$ cat src/verilog/calc_pkg.sv
package calc_pkg;

    typedef logic [3:0] key_pos_t;  // row * 4 + col
    typedef logic [3:0] digit_t;    // decimal 0-9

    typedef enum logic [2:0] {
        KEY_DIGIT,
        KEY_OP,      // add, subtract, multiply
        KEY_MINUS,   // sign of the operand being entered
        KEY_EQUALS,
        KEY_CLEAR
    } key_class_t;

    typedef enum logic [2:0] {
        OP_NONE,
        OP_ADD,
        OP_SUB,
        OP_MUL
    } op_t;

    localparam int OPERAND_W_DEFAULT = 16;
    localparam int MAX_DIGITS        = 4;

    // fixed keys of the matrix, digits 1-9 sit in columns 0-2 of rows 0-2
    localparam key_pos_t POS_ADD    = 4'd3;
    localparam key_pos_t POS_SUB    = 4'd7;
    localparam key_pos_t POS_MUL    = 4'd11;
    localparam key_pos_t POS_EQUALS = 4'd12;
    localparam key_pos_t POS_ZERO   = 4'd13;
    localparam key_pos_t POS_CLEAR  = 4'd14;
    localparam key_pos_t POS_MINUS  = 4'd15;

    // digit value back to its matrix position
    function automatic key_pos_t digit_pos(input digit_t d);
        int n;
        n = int'(d) - 1;
        if (d == 4'd0) begin
            return POS_ZERO;
        end
        return key_pos_t'((n / 3) * 4 + (n % 3));
    endfunction

    // matrix position to key meaning
    function automatic void decode_key(input key_pos_t pos, output key_class_t cls,
                                       output digit_t dig, output op_t op);
        cls = KEY_DIGIT;
        dig = 4'd0;
        op  = OP_NONE;
        case (pos)
            POS_ADD: begin
                cls = KEY_OP;
                op  = OP_ADD;
            end
            POS_SUB: begin
                cls = KEY_OP;
                op  = OP_SUB;
            end
            POS_MUL: begin
                cls = KEY_OP;
                op  = OP_MUL;
            end
            POS_EQUALS: cls = KEY_EQUALS;
            POS_CLEAR:  cls = KEY_CLEAR;
            POS_MINUS:  cls = KEY_MINUS;
            POS_ZERO:   dig = 4'd0;
            default:    dig = digit_t'(pos[3:2] * 3 + pos[1:0] + 1);  // 3x3 digit block
        endcase
    endfunction

endpackage

$ cat src/verilog/calc_alu.sv
module calc_alu #(
    parameter int OPERAND_W = calc_pkg::OPERAND_W_DEFAULT
) (
    input  logic                        clk,
    input  logic                        nRST,
    input  logic                        alu_start,
    input  calc_pkg::op_t               alu_op,
    input  logic signed [OPERAND_W-1:0] alu_a,
    input  logic signed [OPERAND_W-1:0] alu_b,
    output logic                        alu_done,      // one cycle after alu_start
    output logic signed [OPERAND_W-1:0] alu_result,    // clamped on overflow
    output logic                        alu_overflow
);
    import calc_pkg::*;

    localparam int WIDE_W = 2 * OPERAND_W;   // room for a full product

    typedef logic signed [OPERAND_W-1:0] operand_t;
    typedef logic signed [WIDE_W-1:0]    wide_t;

    // signed operand range, carried at full width
    localparam wide_t RES_MAX = {{(OPERAND_W + 1){1'b0}}, {(OPERAND_W - 1){1'b1}}};
    localparam wide_t RES_MIN = {{(OPERAND_W + 1){1'b1}}, {(OPERAND_W - 1){1'b0}}};

    wide_t    a_w;
    wide_t    b_w;
    wide_t    full;       // exact result
    logic     too_big;
    logic     too_small;
    operand_t clamped;

    assign a_w = wide_t'(alu_a);   // sign extended
    assign b_w = wide_t'(alu_b);

    always_comb begin
        case (alu_op)
            OP_ADD:  full = a_w + b_w;
            OP_SUB:  full = a_w - b_w;
            OP_MUL:  full = a_w * b_w;
            default: full = a_w;     // no operator passes A
        endcase
    end

    assign too_big   = (full > RES_MAX);
    assign too_small = (full < RES_MIN);

    always_comb begin
        if (too_big) begin
            clamped = RES_MAX[OPERAND_W-1:0];
        end else if (too_small) begin
            clamped = RES_MIN[OPERAND_W-1:0];
        end else begin
            clamped = full[OPERAND_W-1:0];
        end
    end

    always_ff @(posedge clk or negedge nRST) begin
        if (!nRST) begin
            alu_done <= 1'b0;
        end else begin
            alu_done <= alu_start;
        end
    end

    always_ff @(posedge clk) begin
        if (alu_start) begin
            alu_result   <= clamped;
            alu_overflow <= too_big | too_small;
        end
    end

endmodule

$ cat src/verilog/calc_controller.sv
module calc_controller #(
    parameter int OPERAND_W = calc_pkg::OPERAND_W_DEFAULT
) (
    input  logic                        clk,
    input  logic                        nRST,
    input  logic                        key_ready,
    input  calc_pkg::key_class_t        key_class,
    input  calc_pkg::digit_t            key_digit,
    input  calc_pkg::op_t               key_op,
    output logic                        key_ack,       // one cycle per applied key
    output logic                        alu_start,
    output calc_pkg::op_t               alu_op,
    output logic signed [OPERAND_W-1:0] alu_a,
    output logic signed [OPERAND_W-1:0] alu_b,
    input  logic                        alu_done,
    input  logic signed [OPERAND_W-1:0] alu_result,
    input  logic                        alu_overflow,
    output logic signed [OPERAND_W-1:0] display_value,
    output logic                        overflow       // sticky until clear
);
    import calc_pkg::*;

    localparam int CNT_W = $clog2(MAX_DIGITS + 1);

    typedef logic signed [OPERAND_W-1:0] operand_t;
    typedef logic [CNT_W-1:0]            digit_cnt_t;

    typedef enum logic [1:0] {
        ST_ENTRY_A,   // building the first operand
        ST_ENTRY_B,   // operator latched, building the second
        ST_WAIT_ALU,  // keys held off until alu_done
        ST_RESULT     // A holds a finished result
    } state_t;

    localparam operand_t TEN = operand_t'(10);

    state_t     state;
    operand_t   opd_a;
    operand_t   opd_b;
    digit_cnt_t digit_cnt;    // digits in the operand being entered
    logic       neg;          // minus pressed before the first digit
    op_t        op_reg;       // operator between A and B
    op_t        pending_op;   // operator to latch once the ALU answers
    logic       take_key;
    logic       room;

    // shift in one decimal digit, sign already applied to the running value
    function automatic operand_t append_digit(input operand_t value, input logic negative,
                                              input digit_t d);
        operand_t dv;
        dv = operand_t'(d);
        return negative ? (value * TEN) - dv : (value * TEN) + dv;
    endfunction

    assign take_key = key_ready && !key_ack && (state != ST_WAIT_ALU);
    assign room     = (digit_cnt < digit_cnt_t'(MAX_DIGITS));

    assign alu_a  = opd_a;
    assign alu_b  = opd_b;
    assign alu_op = op_reg;

    always_comb begin
        case (state)
            ST_ENTRY_B, ST_WAIT_ALU: display_value = (digit_cnt == '0) ? opd_a : opd_b;
            default:                 display_value = opd_a;  // entry A or result
        endcase
    end

    always_ff @(posedge clk or negedge nRST) begin
        if (!nRST) begin
            state      <= ST_ENTRY_A;
            opd_a      <= '0;
            opd_b      <= '0;
            digit_cnt  <= '0;
            neg        <= 1'b0;
            op_reg     <= OP_NONE;
            pending_op <= OP_NONE;
            overflow   <= 1'b0;
            key_ack    <= 1'b0;
            alu_start  <= 1'b0;
        end else begin
            key_ack   <= take_key;
            alu_start <= 1'b0;
            if (state == ST_WAIT_ALU) begin
                if (alu_done) begin
                    opd_a     <= alu_result;            // result becomes the new A
                    overflow  <= overflow | alu_overflow;
                    op_reg    <= pending_op;
                    opd_b     <= '0;
                    digit_cnt <= '0;
                    neg       <= 1'b0;
                    state     <= (pending_op == OP_NONE) ? ST_RESULT : ST_ENTRY_B;
                end
            end else if (take_key) begin
                case (key_class)
                    KEY_CLEAR: begin
                        opd_a     <= '0;
                        opd_b     <= '0;
                        digit_cnt <= '0;
                        neg       <= 1'b0;
                        op_reg    <= OP_NONE;
                        overflow  <= 1'b0;
                        state     <= ST_ENTRY_A;
                    end
                    KEY_DIGIT: begin
                        if (state == ST_RESULT) begin
                            opd_a     <= append_digit('0, 1'b0, key_digit);  // fresh A
                            digit_cnt <= digit_cnt_t'(1);
                            neg       <= 1'b0;
                            state     <= ST_ENTRY_A;
                        end else if (room) begin
                            if (state == ST_ENTRY_A) begin
                                opd_a <= append_digit(opd_a, neg, key_digit);
                            end else begin
                                opd_b <= append_digit(opd_b, neg, key_digit);
                            end
                            digit_cnt <= digit_cnt + 1'b1;
                        end
                    end
                    KEY_MINUS: begin
                        if (state == ST_RESULT) begin
                            opd_a     <= '0;          // starts a fresh negative A
                            digit_cnt <= '0;
                            neg       <= 1'b1;
                            state     <= ST_ENTRY_A;
                        end else if (digit_cnt == '0) begin
                            neg <= 1'b1;
                        end
                    end
                    KEY_OP: begin
                        if (state == ST_ENTRY_B && digit_cnt != '0) begin
                            alu_start  <= 1'b1;       // chain, A op B first
                            pending_op <= key_op;
                            state      <= ST_WAIT_ALU;
                        end else begin
                            op_reg    <= key_op;      // latch or replace the operator
                            opd_b     <= '0;
                            digit_cnt <= '0;
                            neg       <= 1'b0;
                            state     <= ST_ENTRY_B;
                        end
                    end
                    KEY_EQUALS: begin
                        if (state == ST_ENTRY_B && digit_cnt != '0) begin
                            alu_start  <= 1'b1;
                            pending_op <= OP_NONE;    // land in result afterwards
                            state      <= ST_WAIT_ALU;
                        end
                    end
                    default: ;
                endcase
            end
        end
    end

endmodule

$ cat src/verilog/calc_top.sv
module calc_top #(
    parameter int OPERAND_W       = calc_pkg::OPERAND_W_DEFAULT,
    parameter int SCAN_CYCLES     = 50000,    // 1 ms at 50 MHz
    parameter int DEBOUNCE_CYCLES = 500000    // 10 ms at 50 MHz
) (
    input  logic                        clk,
    input  logic                        nRST,
    input  logic [3:0]                  row_in,
    output logic [3:0]                  col_out,
    output logic signed [OPERAND_W-1:0] display_value,
    output logic                        overflow,
    output logic                        key_click   // key_ack, drives a buzzer
);
    import calc_pkg::*;

    logic                        key_ready;
    key_class_t                  key_class;
    digit_t                      key_digit;
    op_t                         key_op;
    logic                        alu_start;
    op_t                         alu_op;
    logic signed [OPERAND_W-1:0] alu_a;
    logic signed [OPERAND_W-1:0] alu_b;
    logic                        alu_done;
    logic signed [OPERAND_W-1:0] alu_result;
    logic                        alu_overflow;

    keypad_scanner #(
        .SCAN_CYCLES     (SCAN_CYCLES),
        .DEBOUNCE_CYCLES (DEBOUNCE_CYCLES)
    ) i_scanner (
        .clk       (clk),
        .nRST      (nRST),
        .row_in    (row_in),
        .col_out   (col_out),
        .key_ready (key_ready),
        .key_ack   (key_click),     // the ack pulse doubles as the click
        .key_class (key_class),
        .key_digit (key_digit),
        .key_op    (key_op)
    );

    calc_controller #(
        .OPERAND_W (OPERAND_W)
    ) i_controller (
        .clk           (clk),
        .nRST          (nRST),
        .key_ready     (key_ready),
        .key_class     (key_class),
        .key_digit     (key_digit),
        .key_op        (key_op),
        .key_ack       (key_click),
        .alu_start     (alu_start),
        .alu_op        (alu_op),
        .alu_a         (alu_a),
        .alu_b         (alu_b),
        .alu_done      (alu_done),
        .alu_result    (alu_result),
        .alu_overflow  (alu_overflow),
        .display_value (display_value),
        .overflow      (overflow)
    );

    calc_alu #(
        .OPERAND_W (OPERAND_W)
    ) i_alu (
        .clk          (clk),
        .nRST         (nRST),
        .alu_start    (alu_start),
        .alu_op       (alu_op),
        .alu_a        (alu_a),
        .alu_b        (alu_b),
        .alu_done     (alu_done),
        .alu_result   (alu_result),
        .alu_overflow (alu_overflow)
    );

endmodule

$ cat src/verilog/keypad_scanner.sv
module keypad_scanner #(
    parameter int SCAN_CYCLES     = 50000,   // dwell per column, minus one
    parameter int DEBOUNCE_CYCLES = 500000   // cycles a row must stay low
) (
    input  logic                 clk,
    input  logic                 nRST,
    input  logic [3:0]           row_in,     // active low, pulled up
    output logic [3:0]           col_out,    // one column low at a time
    output logic                 key_ready,  // level, held until key_ack
    input  logic                 key_ack,
    output calc_pkg::key_class_t key_class,
    output calc_pkg::digit_t     key_digit,
    output calc_pkg::op_t        key_op
);
    import calc_pkg::*;

    localparam int SCAN_W = $clog2(SCAN_CYCLES + 1);
    localparam int DB_W   = $clog2(DEBOUNCE_CYCLES + 1);

    typedef logic [SCAN_W-1:0] scan_cnt_t;
    typedef logic [DB_W-1:0]   db_cnt_t;

    typedef enum logic [1:0] {
        ST_SCAN,          // stepping the low column
        ST_WAIT_STABLE,   // debounce, column frozen
        ST_CONFIRM,       // key_ready high, waiting for ack
        ST_WAIT_RELEASE   // all rows must go high again
    } state_t;

    state_t     state;
    logic [1:0] col_idx;        // column currently driven low
    scan_cnt_t  scan_timer;
    db_cnt_t    debounce_cnt;
    logic [3:0] held_row;       // row pattern being debounced
    logic       any_low;
    logic [1:0] row_idx;
    key_pos_t   key_pos;
    key_class_t cls_dec;
    digit_t     dig_dec;
    op_t        op_dec;
    logic       load_key;       // debounce done this cycle

    assign any_low = (row_in != 4'b1111);

    always_comb begin
        col_out          = 4'b1111;
        col_out[col_idx] = 1'b0;
    end

    // lowest pressed row wins when several are low
    always_comb begin
        row_idx = 2'd0;
        for (int r = 3; r >= 0; r--) begin
            if (!held_row[r]) begin
                row_idx = 2'(r);
            end
        end
    end

    assign key_pos = {row_idx, col_idx};

    always_comb begin
        decode_key(key_pos, cls_dec, dig_dec, op_dec);
    end

    assign load_key = (state == ST_WAIT_STABLE) && (row_in == held_row) &&
                      (debounce_cnt == db_cnt_t'(DEBOUNCE_CYCLES));

    always_ff @(posedge clk or negedge nRST) begin
        if (!nRST) begin
            state        <= ST_SCAN;
            col_idx      <= 2'd0;
            scan_timer   <= '0;
            debounce_cnt <= '0;
            held_row     <= 4'b1111;
            key_ready    <= 1'b0;
        end else begin
            case (state)
                ST_SCAN: begin
                    if (any_low) begin
                        held_row     <= row_in;   // start debounce on this pattern
                        debounce_cnt <= '0;
                        state        <= ST_WAIT_STABLE;
                    end else if (scan_timer == scan_cnt_t'(SCAN_CYCLES)) begin
                        scan_timer <= '0;
                        col_idx    <= col_idx + 2'd1;  // wraps 3 -> 0
                    end else begin
                        scan_timer <= scan_timer + 1'b1;
                    end
                end
                ST_WAIT_STABLE: begin
                    if (!any_low) begin
                        // bounced open, rescan with a fresh dwell on the same column
                        scan_timer <= '0;
                        state      <= ST_SCAN;
                    end else if (row_in != held_row) begin
                        held_row     <= row_in;   // pattern changed, count again
                        debounce_cnt <= '0;
                    end else if (load_key) begin
                        key_ready <= 1'b1;        // meaning is loaded on this same edge
                        state     <= ST_CONFIRM;
                    end else begin
                        debounce_cnt <= debounce_cnt + 1'b1;
                    end
                end
                ST_CONFIRM: begin
                    if (key_ack) begin
                        key_ready <= 1'b0;
                        state     <= ST_WAIT_RELEASE;
                    end
                end
                ST_WAIT_RELEASE: begin
                    if (!any_low) begin
                        scan_timer <= '0;
                        state      <= ST_SCAN;
                    end
                end
                default: state <= ST_SCAN;
            endcase
        end
    end

    // key meaning, stable for as long as key_ready is high
    always_ff @(posedge clk) begin
        if (load_key) begin
            key_class <= cls_dec;
            key_digit <= dig_dec;
            key_op    <= op_dec;
        end
    end

endmodule
$ cat config.mk
export PLATFORM = sky130hd
export DESIGN_NAME = calc_top
export DESIGN_NICKNAME = d
export VERILOG_FILES = /design/src/verilog/calc_pkg.sv /design/src/verilog/calc_alu.sv /design/src/verilog/calc_controller.sv /design/src/verilog/calc_top.sv /design/src/verilog/keypad_scanner.sv
export SDC_FILE = /design/constraint.sdc
export NUM_CORES = 1
export LEC_CHECK = 0
export BUFFER_PORTS_ARGS = -buffer_cell sky130_fd_sc_hd__buf_2
export CAP_MARGIN = 20
export CORE_ASPECT_RATIO = 1.1
export CORE_MARGIN = 2
export CORE_UTILIZATION = 55
export DETAILED_ROUTE_END_ITERATION = 16
export MAX_ROUTING_LAYER = met4
export PLACE_DENSITY = 0.73
export SLEW_MARGIN = 5
export SYNTH_ARGS = -nofsm -noshare
export SYNTH_HDL_FRONTEND = slang
export SYNTH_SLANG_ARGS = --single-unit
$ cat constraint.sdc
create_clock -name clk -period 9 [get_ports clk]
set_input_delay 0 -clock clk [delete_from_list [all_inputs] [get_ports clk]]
set_output_delay 0 -clock clk [all_outputs]
set_load 0.01 [all_outputs]
* Word level (Yosys, flattened, before mapping)
Index checks and enable logic that the tools add are counted.
** Word-level totals
- Output and inout bits :: 22
- Input port bits :: 6
- Register bits after elaboration :: 119
** Operators by class
- Order comparisons :: 5
- Multipliers :: 4
- $add $sub $neg :: 12
- Multiplexer cells :: 95
- Eq/ne operators :: 52
- Bitwise gates (word level) :: 5
- Reductions and logical operators :: 44
** Operators with widths (number)
- two-way mux 16 bit :: 22
- one-hot mux 16 bit (3 select lines) :: 2
- one-hot mux 32 bit (3 select lines) :: 1
- two-way mux 19 bit :: 4
- two-way mux 3 bit :: 13
- one-hot mux 19 bit (2 select lines) :: 1
- two-way mux 2 bit :: 17
- adder 16 x 5 -> 16 bit :: 2
- > comparator 32 x 16 -> 1 bit, second input constant :: 1
- less-than comparator 32 x 16 -> 1 bit, second input constant :: 1
- multiplier 16 x 16 -> 32 bit :: 1
- multiplier 16 x 4 -> 15 bit, second input constant :: 2
- one-hot mux 16 bit (2 select lines) :: 1
- subtractor 16 x 5 -> 16 bit :: 2
- one-hot mux 3 bit (4 select lines) :: 2
- == test 4 bit, second input constant :: 5
- two-way mux 1 bit :: 20
- AND reduction 5 bit :: 4
- adder 19 x 1 -> 19 bit, second input constant :: 1
- == test 19 bit, second input constant :: 1
- AND reduction 6 bit :: 3
- adder 16 x 16 -> 17 bit :: 1
- subtractor 16 x 16 -> 17 bit :: 1
- adder 16 x 1 -> 16 bit, second input constant :: 1
- other kinds (50) :: 108

* Longest topological paths before layout
Gate-level depths: netlist of the first run.
- Word-level depth :: 9
- Mapped depth :: 27
- Mapped depth without buffers :: 25

* By module
Synthesis of the first run repeated with hierarchy kept, for this count alone.
** Unflattened totals
- Cells, all modules :: 2412
- Area total of the unflattened synthesis :: 21056.4 µm²
** By module, submodules not included
- calc_alu :: instances 1, seq. area each 535.5 µm², area each 12901.1 µm², cells an instance 1498
- calc_controller :: instances 1, seq. area each 1176.1 µm², area each 5052.3 µm², cells an instance 583
- keypad_scanner :: instances 1, seq. area each 1376.3 µm², area each 3103.0 µm², cells an instance 331

* Worst setup path after synthesis of the first run
No wires, ideal clock.
- Kind :: register to register
- From :: reg i_controller.opd_a[15], in the netlist i_controller.alu_a[15]
- To :: reg i_alu.alu_result[12] (data pin)
- Setup time :: 260 ps
- Clock period less this slack :: 7335 ps
- Path buffers :: 1
- Cell stages (with the launch flop) :: 25
- Slack :: 1665 ps
- Data arrival time :: 7075 ps
- Data required time :: 8740 ps
- Cells stage by stage :: dfrtp_1 -> clkinv_1 -> nor2_1 -> inv_1 -> fa_1 -> inv_1 -> fa_1 -> fa_1 -> fa_1 -> fa_1 -> inv_1 -> fa_1 -> inv_1 -> ha_1 -> a21oi_1 -> a21boi_0 -> a311o_1 -> nor3_1 -> a21oi_1 -> xnor2_1 -> nand3_1 -> o41a_1 -> o21bai_4 -> buf_6 -> o31ai_2
** Between the ends
- Longest elaborated chain between the ends :: 4
** Ends and longest elaborated chain
- from (decl) :: RTL line calc_controller.sv:38 : operand_t opd_a;
- from (signal assigned) :: RTL line calc_controller.sv:86 : opd_a <= alu_result;
- from (signal assigned) :: RTL line calc_controller.sv:107 : opd_a <= append_digit('0, 1'b0, key_digit);
- from (signal assigned) :: RTL line calc_controller.sv:113 : opd_a <= append_digit(opd_a, neg, key_digit);
- multiplier 16 x 16 -> 32 bit, or another cell as far along :: RTL line calc_alu.sv:39 : OP_MUL: full = a_w * b_w;
- one-hot mux 32 bit (3 select lines) * :: RTL line calc_alu.sv:36 : case (alu_op)
- less-than comparator 32 x 16 -> 1 bit :: RTL line calc_alu.sv:45 : assign too_small = (full < RES_MIN);
- two-way mux 16 bit :: RTL line calc_alu.sv:50 : end else if (too_small) begin
- to (signal assigned) :: RTL line calc_alu.sv:67 : alu_result <= clamped;
- to (decl) :: RTL line calc_alu.sv:11 : output logic signed [OPERAND_W-1:0] alu_result,
Every way passes the cells marked *; elsewhere a longest branch is shown, timed or not.
A chain may end at the register's enable or synchronous reset.

* Final worst setup path of the first run
- From :: reg i_controller.opd_a[15], in the netlist i_controller.alu_a[15]
- To :: reg i_alu.alu_result[14] (data pin)
The elaborated chain is that of the path after synthesis.

==> qor.txt, run 1 <==
======================================================================================
Pin count of the biggest net entering global routing ....................           80
Max-slew violations .....................................................            0
Slew margin rel. ........................................................        27.8%
Number of primary I/O pins ..............................................           28
Vias post-DR ............................................................        17000
Resized cells post-CTS ..................................................            0
Yosys top cell by area .................................................. sky130_fd_sc_hd__fa_1
Final routed wire length divided by cell count ..........................      20.0 um
Core box area ...........................................................    36300 um2
Half-perimeter wire length after placement ..............................     44600 um
Global Route Usage Sum ..................................................        31.7%
Post-synthesis average cell area ........................................     8.65 um2
Remaining routing DRC violations ........................................            0
Final Hold Violating Endpoints ..........................................            0
WL final ................................................................     56900 um
Library cell contributing the largest single delay on the critical path . sky130_fd_sc_hd__fa_1
Post-synthesis instance area ............................................    20300 um2
Global-route wire length before repair ..................................     92400 um
Sum Neg Setup Slack .....................................................         0 ns
Worst IR drop on VDD ....................................................   0.000170 V
Initial Utilization .....................................................        56.1%
Sequential cell area fraction in the yosys report .......................        14.9%
Number of clock buffers inserted by TritonCTS ...........................           17
Die Ht ..................................................................       206 um
Comb power frac .........................................................        10.8%
Clock period minus final worst setup slack ..............................      8.32 ns
P&R area growth vs syn ..................................................        6.75%
Max stage delay on crit path ............................................      0.90 ns
Cell Chain, Critical Path ............................................... clkinv_1 -> nor2_1 -> inv_1 -> fa_1 -> inv_1 -> fa_1 -> fa_1 -> fa_1 -> fa_1 -> inv_1 -> fa_1 -> inv_1 -> ha_1 -> a21o_1 -> o21bai_1 -> a211oi_1 -> a21o_1 -> nand3b_1 -> a21oi_1 -> xnor2_1 -> o41a_1 -> o21bai_4 -> o21ai_1
Top Metal Used ..........................................................         met4
Std cell rows ...........................................................           73
Syn_nets ................................................................         2822
Switching share of power ................................................        26.3%
Final weighted congestion of routability-driven global placement ........         1.00
Routed via count divided by cell count ..................................         5.96
Number of antenna violations at the first check in global routing .......            0
Maximum buffer depth of the clock tree ..................................            2
Synth top area share ....................................................        26.8%
Number of H-tree levels .................................................            4
Root buffer cell ........................................................ sky130_fd_sc_hd__clkbuf_16
Die area ................................................................    38500 um2
Worst Tran Pin Value ....................................................      1.08 ns
Clock power frac ........................................................        49.5%
Top fanout value on the critical path ...................................           17
Wire length on met2 .....................................................     27300 um
Post-layout power .......................................................      1.40 mW
Via count of the first global-routing pass ..............................        17900
Fraction of layout cells with a size suffix above 1 .....................        6.72%
Port bufs ...............................................................           27
Number of storage elements in the synthesis netlist .....................          116
DR iter-0 viols .........................................................         1515
Worst Path Arrival ......................................................      8.46 ns
X dimension of the die ..................................................       187 um
Clock Sink Count ........................................................          116
Wire length on met3 .....................................................      4500 um
Leading post-synthesis cells by cell area ............................... sky130_fd_sc_hd__fa_1 (27%), sky130_fd_sc_hd__ha_1 (12%), sky130_fd_sc_hd__dfrtp_1 (11%)
Number of enable-type register cells in the synthesized netlist .........           26
Worst skew pair latency .................................................      0.42 ns
Length of the first detailed-routing pass in iterations .................            5
Power density over cell area ............................................  64.6 nW/um2
Worst setup timing slack at the placement stage .........................     0.708 ns
Unrepaired setup endpoints after global routing .........................        false
Cell repeated most along the worst path ................................. sky130_fd_sc_hd__fa_1
Remaining Overflow, GRT .................................................            0
Final core utilization ..................................................        59.8%
Most common flop cell mapped by yosys ................................... sky130_fd_sc_hd__dfrtp_1
Placed cell areas .......................................................    21000 um2
Highest attainable clock frequency ......................................      120 MHz
Reg power frac ..........................................................        39.7%
Final worst path period share ...........................................        92.5%
Number of fill cells in the layout ......................................         3123
Nets ....................................................................         2824
Count of antenna diodes in the layout ...................................            0
CP startpoint kind ......................................................         flop
Critical path class .....................................................   reg -> reg
Wl on met1 ..............................................................     21400 um
Syn Inst Count ..........................................................         2350
Count of maximum capacitance violations .................................            0
Setup slack after layout ................................................     0.679 ns
Total of warnings raised by yosys .......................................            0
Post-CTS setup repair buffer count ......................................            0
Leakage power summed over all cells .....................................      10.7 nW
Data required time of the worst path ....................................      9.14 ns
Final design area excluding fillers .....................................    21700 um2
Unique masters post-synth ...............................................           91
Clock tree from TritonCTS ...............................................        built
Status ..................................................................    completed
Endpoint type of the worst setup path ...................................         flop
Switching pwr ...........................................................     0.369 mW
Final clock skew ........................................................   0.00767 ns
FFs w/ async S/R, synth .................................................        77.6%
Path type of the worst min-delay path ...................................  in -> async
Final number of setup-violating endpoints ...............................            0
Cell internal power dissipation .........................................      1.03 mW
Reg clk slew, reported paths ............................................      0.06 ns
Post-detailed-route count of antenna-violating nets .....................            0
======================================================================================
[cells in the final DEF, fill, tap and decap left out, types with 17 or more instances in the layout]
master	n
sky130_fd_sc_hd__ha_1	194
sky130_fd_sc_hd__edfxtp_1	26
sky130_fd_sc_hd__a21oi_1	110
sky130_fd_sc_hd__nand2b_1	30
sky130_fd_sc_hd__nor2_1	204
sky130_fd_sc_hd__and3_1	17
sky130_fd_sc_hd__a21o_1	26
sky130_fd_sc_hd__nand2_1	241
sky130_fd_sc_hd__a31oi_1	20
sky130_fd_sc_hd__buf_4	34
sky130_fd_sc_hd__nor3_1	34
sky130_fd_sc_hd__buf_2	26
sky130_fd_sc_hd__nand3_1	36
sky130_fd_sc_hd__clkbuf_16	18
sky130_fd_sc_hd__fa_1	272
sky130_fd_sc_hd__dfrtp_1	86
sky130_fd_sc_hd__xnor2_1	74
sky130_fd_sc_hd__o21ai_0	106
sky130_fd_sc_hd__and2_1	62
sky130_fd_sc_hd__xor2_1	42
sky130_fd_sc_hd__inv_1	390
[final timing paths]
path / start / to / slack [ns] / cells after the start
max: i_controller.alu_a[15] / i_alu.alu_result[14] / 0.68 / 23
min: nRST / i_scanner.scan_timer[15] / 0.14 / 3
max reg2reg: i_controller.alu_a[15] / i_alu.alu_result[14] / 0.68 / 23
min reg2reg: i_controller.pending_op[1] / i_controller.pending_op[1] / 0.49 / 2
max in group asynchronous: nRST / i_scanner.scan_timer[1] / 8.02 / 3
min in group clk: row_in[2] / i_scanner.held_row[2] / 0.39 / 4
[repair_timing]
action	in CTS	in global routing
hold buffers	6	0
endpoints found under the hold margin	15	0
setup endpoints to repair	0	0
[layout make-up]
| cell class | count | area, um2 | area share (%) |
|---|---|---|---|
| flip-flops and latches | 116 | 3040 | 14.0 |
| clock inverters | 14 | 148 | 0.680 |
| clock buffers | 18 | 450 | 2.08 |
| multi-input cells | 1751 | 15500 | 71.2 |
| repair buffers | 68 | 500 | 2.31 |
| well taps | 487 | 609 | 2.81 |
| inverters | 398 | 1490 | 6.89 |
[state kept, by name (all words and copies together), names as in the netlist, 3 cells and up, named ones only]
signal	count
i_controller.alu_b	16
i_scanner.key_class	3
i_scanner.debounce_cnt	19
i_scanner.key_digit	4
i_scanner.held_row	4
i_controller.digit_cnt	3
i_controller.alu_a	16
i_alu.alu_result	16
i_scanner.scan_timer	16
[metal layers]
layer,GRT usage (%),up-vias
li1,-,7668
met1,37.1,8347
met2,52.8,765
met3,4.50,217
met4,18.2,0
met5,-,-
[power groups by stage]
stage / Sequential, mW / Combinational [mW] / Clock (mW)
6_report: 0.556 / 0.152 / 0.693
2_1_floorplan: 0.561 / 0.106 / 0
3_3_place_gp: 0.565 / 0.141 / 0
5_1_grt: 0.557 / 0.168 / 0.720
3_5_place_dp: 0.565 / 0.146 / 0
4_1_cts: 0.556 / 0.148 / 0.699
[worst max-delay path: cells and delay by family, from the launching register on]
family,cells,cell delay [ns]
adders and majority gates,7,4.06
buffers and inverters,5,0.47
AOI/OAI and AO/OA,8,2.34
xor gates and xnor gates,1,0.13
and+or+nand+nor,2,0.32
DFF,1,0.68
[cells by family after synthesis]
logic type,Yosys count,share of synthesized area [%]
DFF,116,14.9
buffers and inverters,483,9.02
xor gates and xnor gates,116,5.00
muxes,20,1.63
adders and majority gates,466,38.7
and+or+nand+nor,712,16.3
AOI/OAI and AO/OA,437,14.3
[through the flow]
stage	hold WS, ns	std cells
final	0.143	2852
after global routing	0.174	2852
after CTS	0.379	2850
after detailed placement	-0.154	2812
after global placement	-0.154	2812
after floorplan	-0.296	2350
[cell usage after synthesis, drive strengths merged, types with 8 or more instances]
cell / instances
and2: 62
nand2: 241
edfxtp: 26
nand4: 15
inv: 391
clkbuf: 77
a31oi: 20
buf: 8
nor3: 34
nand2b: 30
a21oi: 114
nor4: 10
xor2: 42
fa: 272
a21o: 26
nor2b: 16
a22o: 9
nand3: 36
a22oi: 15
o21ai: 124
o211ai: 10
o31ai: 19
o21bai: 9
ha: 194
mux4: 10
nor2: 204
o21a: 11
dfrtp: 86
a211oi: 15
and3: 17
or3: 14
xnor2: 74
Note: power is estimated with default switching activity, not from simulation.
==> run 2, diff against run 1 <==
==> constraint.sdc (replaced) <==
create_clock -name clk -period 9.5 [get_ports clk]
set_input_delay 0 -clock clk [delete_from_list [all_inputs] [get_ports clk]]
set_output_delay 0 -clock clk [all_outputs]
set_load 0.01 [all_outputs]
==> qor.txt, run 2 (synthesis gave the netlist of run 1 again) <==
================================================================================
Final routed wire length divided by cell count ....................      20.1 um   +0.83%
Final weighted congestion of routability-driven global placement ..         1.02   +1.4%
Critical path class ...............................................   reg -> reg
Number of antenna violations at the first check in global routing .            1   +1
Unrepaired setup endpoints after global routing ...................        false
Resized cells post-CTS ............................................            0   unchanged
Worst setup timing slack at the placement stage ...................     0.981 ns   +0.273 ns
Clock Sink Count ..................................................          116   unchanged
Switching pwr .....................................................     0.368 mW   about the same
Global Route Usage Sum ............................................        32.2%   +0.48 points
P&R area growth vs syn ............................................        6.57%
Final design area excluding fillers ...............................    21700 um2   -0.17%
Setup slack after layout ..........................................     0.966 ns   +0.286 ns
Root buffer cell .................................................. sky130_fd_sc_hd__clkbuf_16
Fraction of layout cells with a size suffix above 1 ...............        6.57%   -0.16 points
Number of primary I/O pins ........................................           28   unchanged
DR iter-0 viols ...................................................         1455   -4.0%
WL final ..........................................................     57400 um   +0.76%
Worst skew pair latency ...........................................      0.43 ns   about the same
Final worst path period share .....................................        89.8%   -2.6 points
Placed cell areas .................................................    21000 um2   -0.11%
Vias post-DR ......................................................        17000   -0.035%
X dimension of the die ............................................       187 um   unchanged
CP startpoint kind ................................................         flop
Post-layout power .................................................      1.34 mW   -4.4%
Core box area .....................................................    36300 um2   unchanged
Worst Tran Pin Value ..............................................      1.03 ns   -0.0493 ns
Length of the first detailed-routing pass in iterations ...........            5   unchanged
Remaining Overflow, GRT ...........................................            0   unchanged
# placed instances ................................................         2809   -0.11%
Count of maximum capacitance violations ...........................            0   unchanged
Worst Path Arrival ................................................      8.68 ns   +0.22 ns
Top fanout value on the critical path .............................           17   unchanged
Maximum buffer depth of the clock tree ............................            2   unchanged
CTS hold repair buffers ...........................................            6   unchanged
Std cell rows .....................................................           73   unchanged
Sum Neg Setup Slack ...............................................         0 ns   unchanged
Endpoint type of the worst setup path .............................         flop
Power density over cell area ......................................  61.9 nW/um2   -4.2%
Reg clk slew, reported paths ......................................      0.07 ns   about the same
Global-route wire length before repair ............................     93600 um   +1.3%
Clock power frac ..................................................        50.1%   +0.6 points
Final clock skew ..................................................    0.0128 ns   +0.00509 ns
Routed via count divided by cell count ............................         5.96   about the same
Path type of the worst min-delay path .............................  in -> async
Final number of setup-violating endpoints .........................            0   unchanged
Top library cells by usage in the layout, fill and taps aside ..... sky130_fd_sc_hd__inv_1 (390), sky130_fd_sc_hd__fa_1 (272), sky130_fd_sc_hd__nand2_1 (241)
Highest attainable clock frequency ................................      117 MHz   -2.5%
Slew margin rel. ..................................................        31.1%   +3.3 points
Cell internal power dissipation ...................................     0.972 mW   -5.9%
Half-perimeter wire length after placement ........................     44600 um   +0.10%
Max-slew violations ...............................................            0   unchanged
Via count of the first global-routing pass ........................        17700   -0.98%
Leakage power summed over all cells ...............................      10.6 nW   -0.25%
Remaining routing DRC violations ..................................            0   unchanged
Reg power frac ....................................................        39.2%   -0.5 points
Die area ..........................................................    38500 um2   unchanged
Die Ht ............................................................       206 um   unchanged
Post-CTS setup repair buffer count ................................            0   unchanged
Register with the highest flop count .............................. i_scanner.debounce_cnt
Comb power frac ...................................................        10.7%   about the same
Number of clock buffers inserted by TritonCTS .....................           17   unchanged
Post-detailed-route count of antenna-violating nets ...............            0   unchanged
Worst IR drop on VDD ..............................................   0.000123 V   -28%
Leading cell type in the layout, fill and taps excluded ........... sky130_fd_sc_hd__inv_1
Data required time of the worst path ..............................      9.65 ns   +0.51 ns
Final Hold Violating Endpoints ....................................            0   unchanged
Number of H-tree levels ...........................................            4   unchanged
Clock tree from TritonCTS .........................................        built
Number of fill cells in the layout ................................         3202   +2.5%
Switching share of power ..........................................        27.5%   +1.2 points
Number of flip-flops in the largest register ......................           19   unchanged
Port bufs .........................................................           27   unchanged
Number of non-filler instances in the completed layout ............         2850   -0.070%
Clock period minus final worst setup slack ........................      8.53 ns   +0.214 ns
Nets ..............................................................         2820   -0.14%
Pin count of the biggest net entering global routing ..............           75   -6.3%
Status ............................................................    completed
Initial Utilization ...............................................        56.1%   unchanged
================================================================================
[run 2: final timing paths]
check	startpoint	end	slack, ns	cells past startpoint
max	i_controller.alu_a[15]	i_alu.alu_result[0]	0.97	23
min	nRST	i_scanner.debounce_cnt[1]	0.38	3
max reg2reg	i_controller.alu_a[15]	i_alu.alu_result[0]	0.97	23
min reg2reg	i_scanner.scan_timer[15]	i_scanner.scan_timer[15]	0.48	1
max in group asynchronous	nRST	i_scanner.scan_timer[0]	8.31	3
min in group clk	row_in[2]	i_scanner.held_row[2]	0.39	4
[run 2: final cells by class]
class	instances	area (um2)	area share, %
clock inverter	15	181	0.838
antenna	2	5.00	0.0231
tap	487	609	2.81
clock buffer	17	425	1.96
inverter	398	1490	6.90
sequential	116	3040	14.0
multi-input combinational	1751	15500	71.4
timing repair buffer	64	450	2.08
[run 2: critical path: stages (launching register included)]
cell                       delay, ns
sky130_fd_sc_hd__dfrtp_1        0.69
sky130_fd_sc_hd__clkinv_1       0.38
sky130_fd_sc_hd__nor2_1         0.28
sky130_fd_sc_hd__inv_1          0.09
sky130_fd_sc_hd__fa_1           0.74
sky130_fd_sc_hd__inv_1          0.11
sky130_fd_sc_hd__fa_1           0.89
sky130_fd_sc_hd__fa_1           0.52
sky130_fd_sc_hd__fa_1           0.47
sky130_fd_sc_hd__fa_1           0.54
sky130_fd_sc_hd__inv_1          0.06
sky130_fd_sc_hd__fa_1           0.54
sky130_fd_sc_hd__inv_1          0.04
sky130_fd_sc_hd__ha_1           0.37
sky130_fd_sc_hd__a21oi_1        0.19
sky130_fd_sc_hd__a21boi_0       0.12
sky130_fd_sc_hd__a311o_1        0.38
sky130_fd_sc_hd__nor3_1         0.16
sky130_fd_sc_hd__a21oi_1        0.10
sky130_fd_sc_hd__xnor2_1        0.30
sky130_fd_sc_hd__nand3_1        0.12
sky130_fd_sc_hd__o41a_1         0.46
sky130_fd_sc_hd__o21bai_4       0.54
sky130_fd_sc_hd__o21ai_1        0.15
[run 2: through the flow]
| stage | hold WS [ns] | util, % |
|---|---|---|
| floorplan | -0.296 | - |
| global placement | -0.125 | 57.8 |
| detailed placement | -0.128 | 57.8 |
| CTS | 0.377 | 59.6 |
| global route | 0.417 | 59.7 |
| finish | 0.381 | 59.7 |
[run 2: power by group through the flow]
stage	clock network (mW)	registers (mW)	logic (mW)
3_3_place_gp	0	0.535	0.135
4_1_cts	0.678	0.526	0.141
2_1_floorplan	0	0.531	0.100
3_5_place_dp	0	0.535	0.139
6_report	0.671	0.526	0.143
5_1_grt	0.702	0.526	0.157
[run 2: routing by layer]
layer	global-route usage, %	share of wire [%]	vias up
li1	-	-	7682
met1	38.4	39	8379
met2	54.3	48	757
met3	5.13	8.5	173
met4	14.1	4.7	0
met5	-	0	-
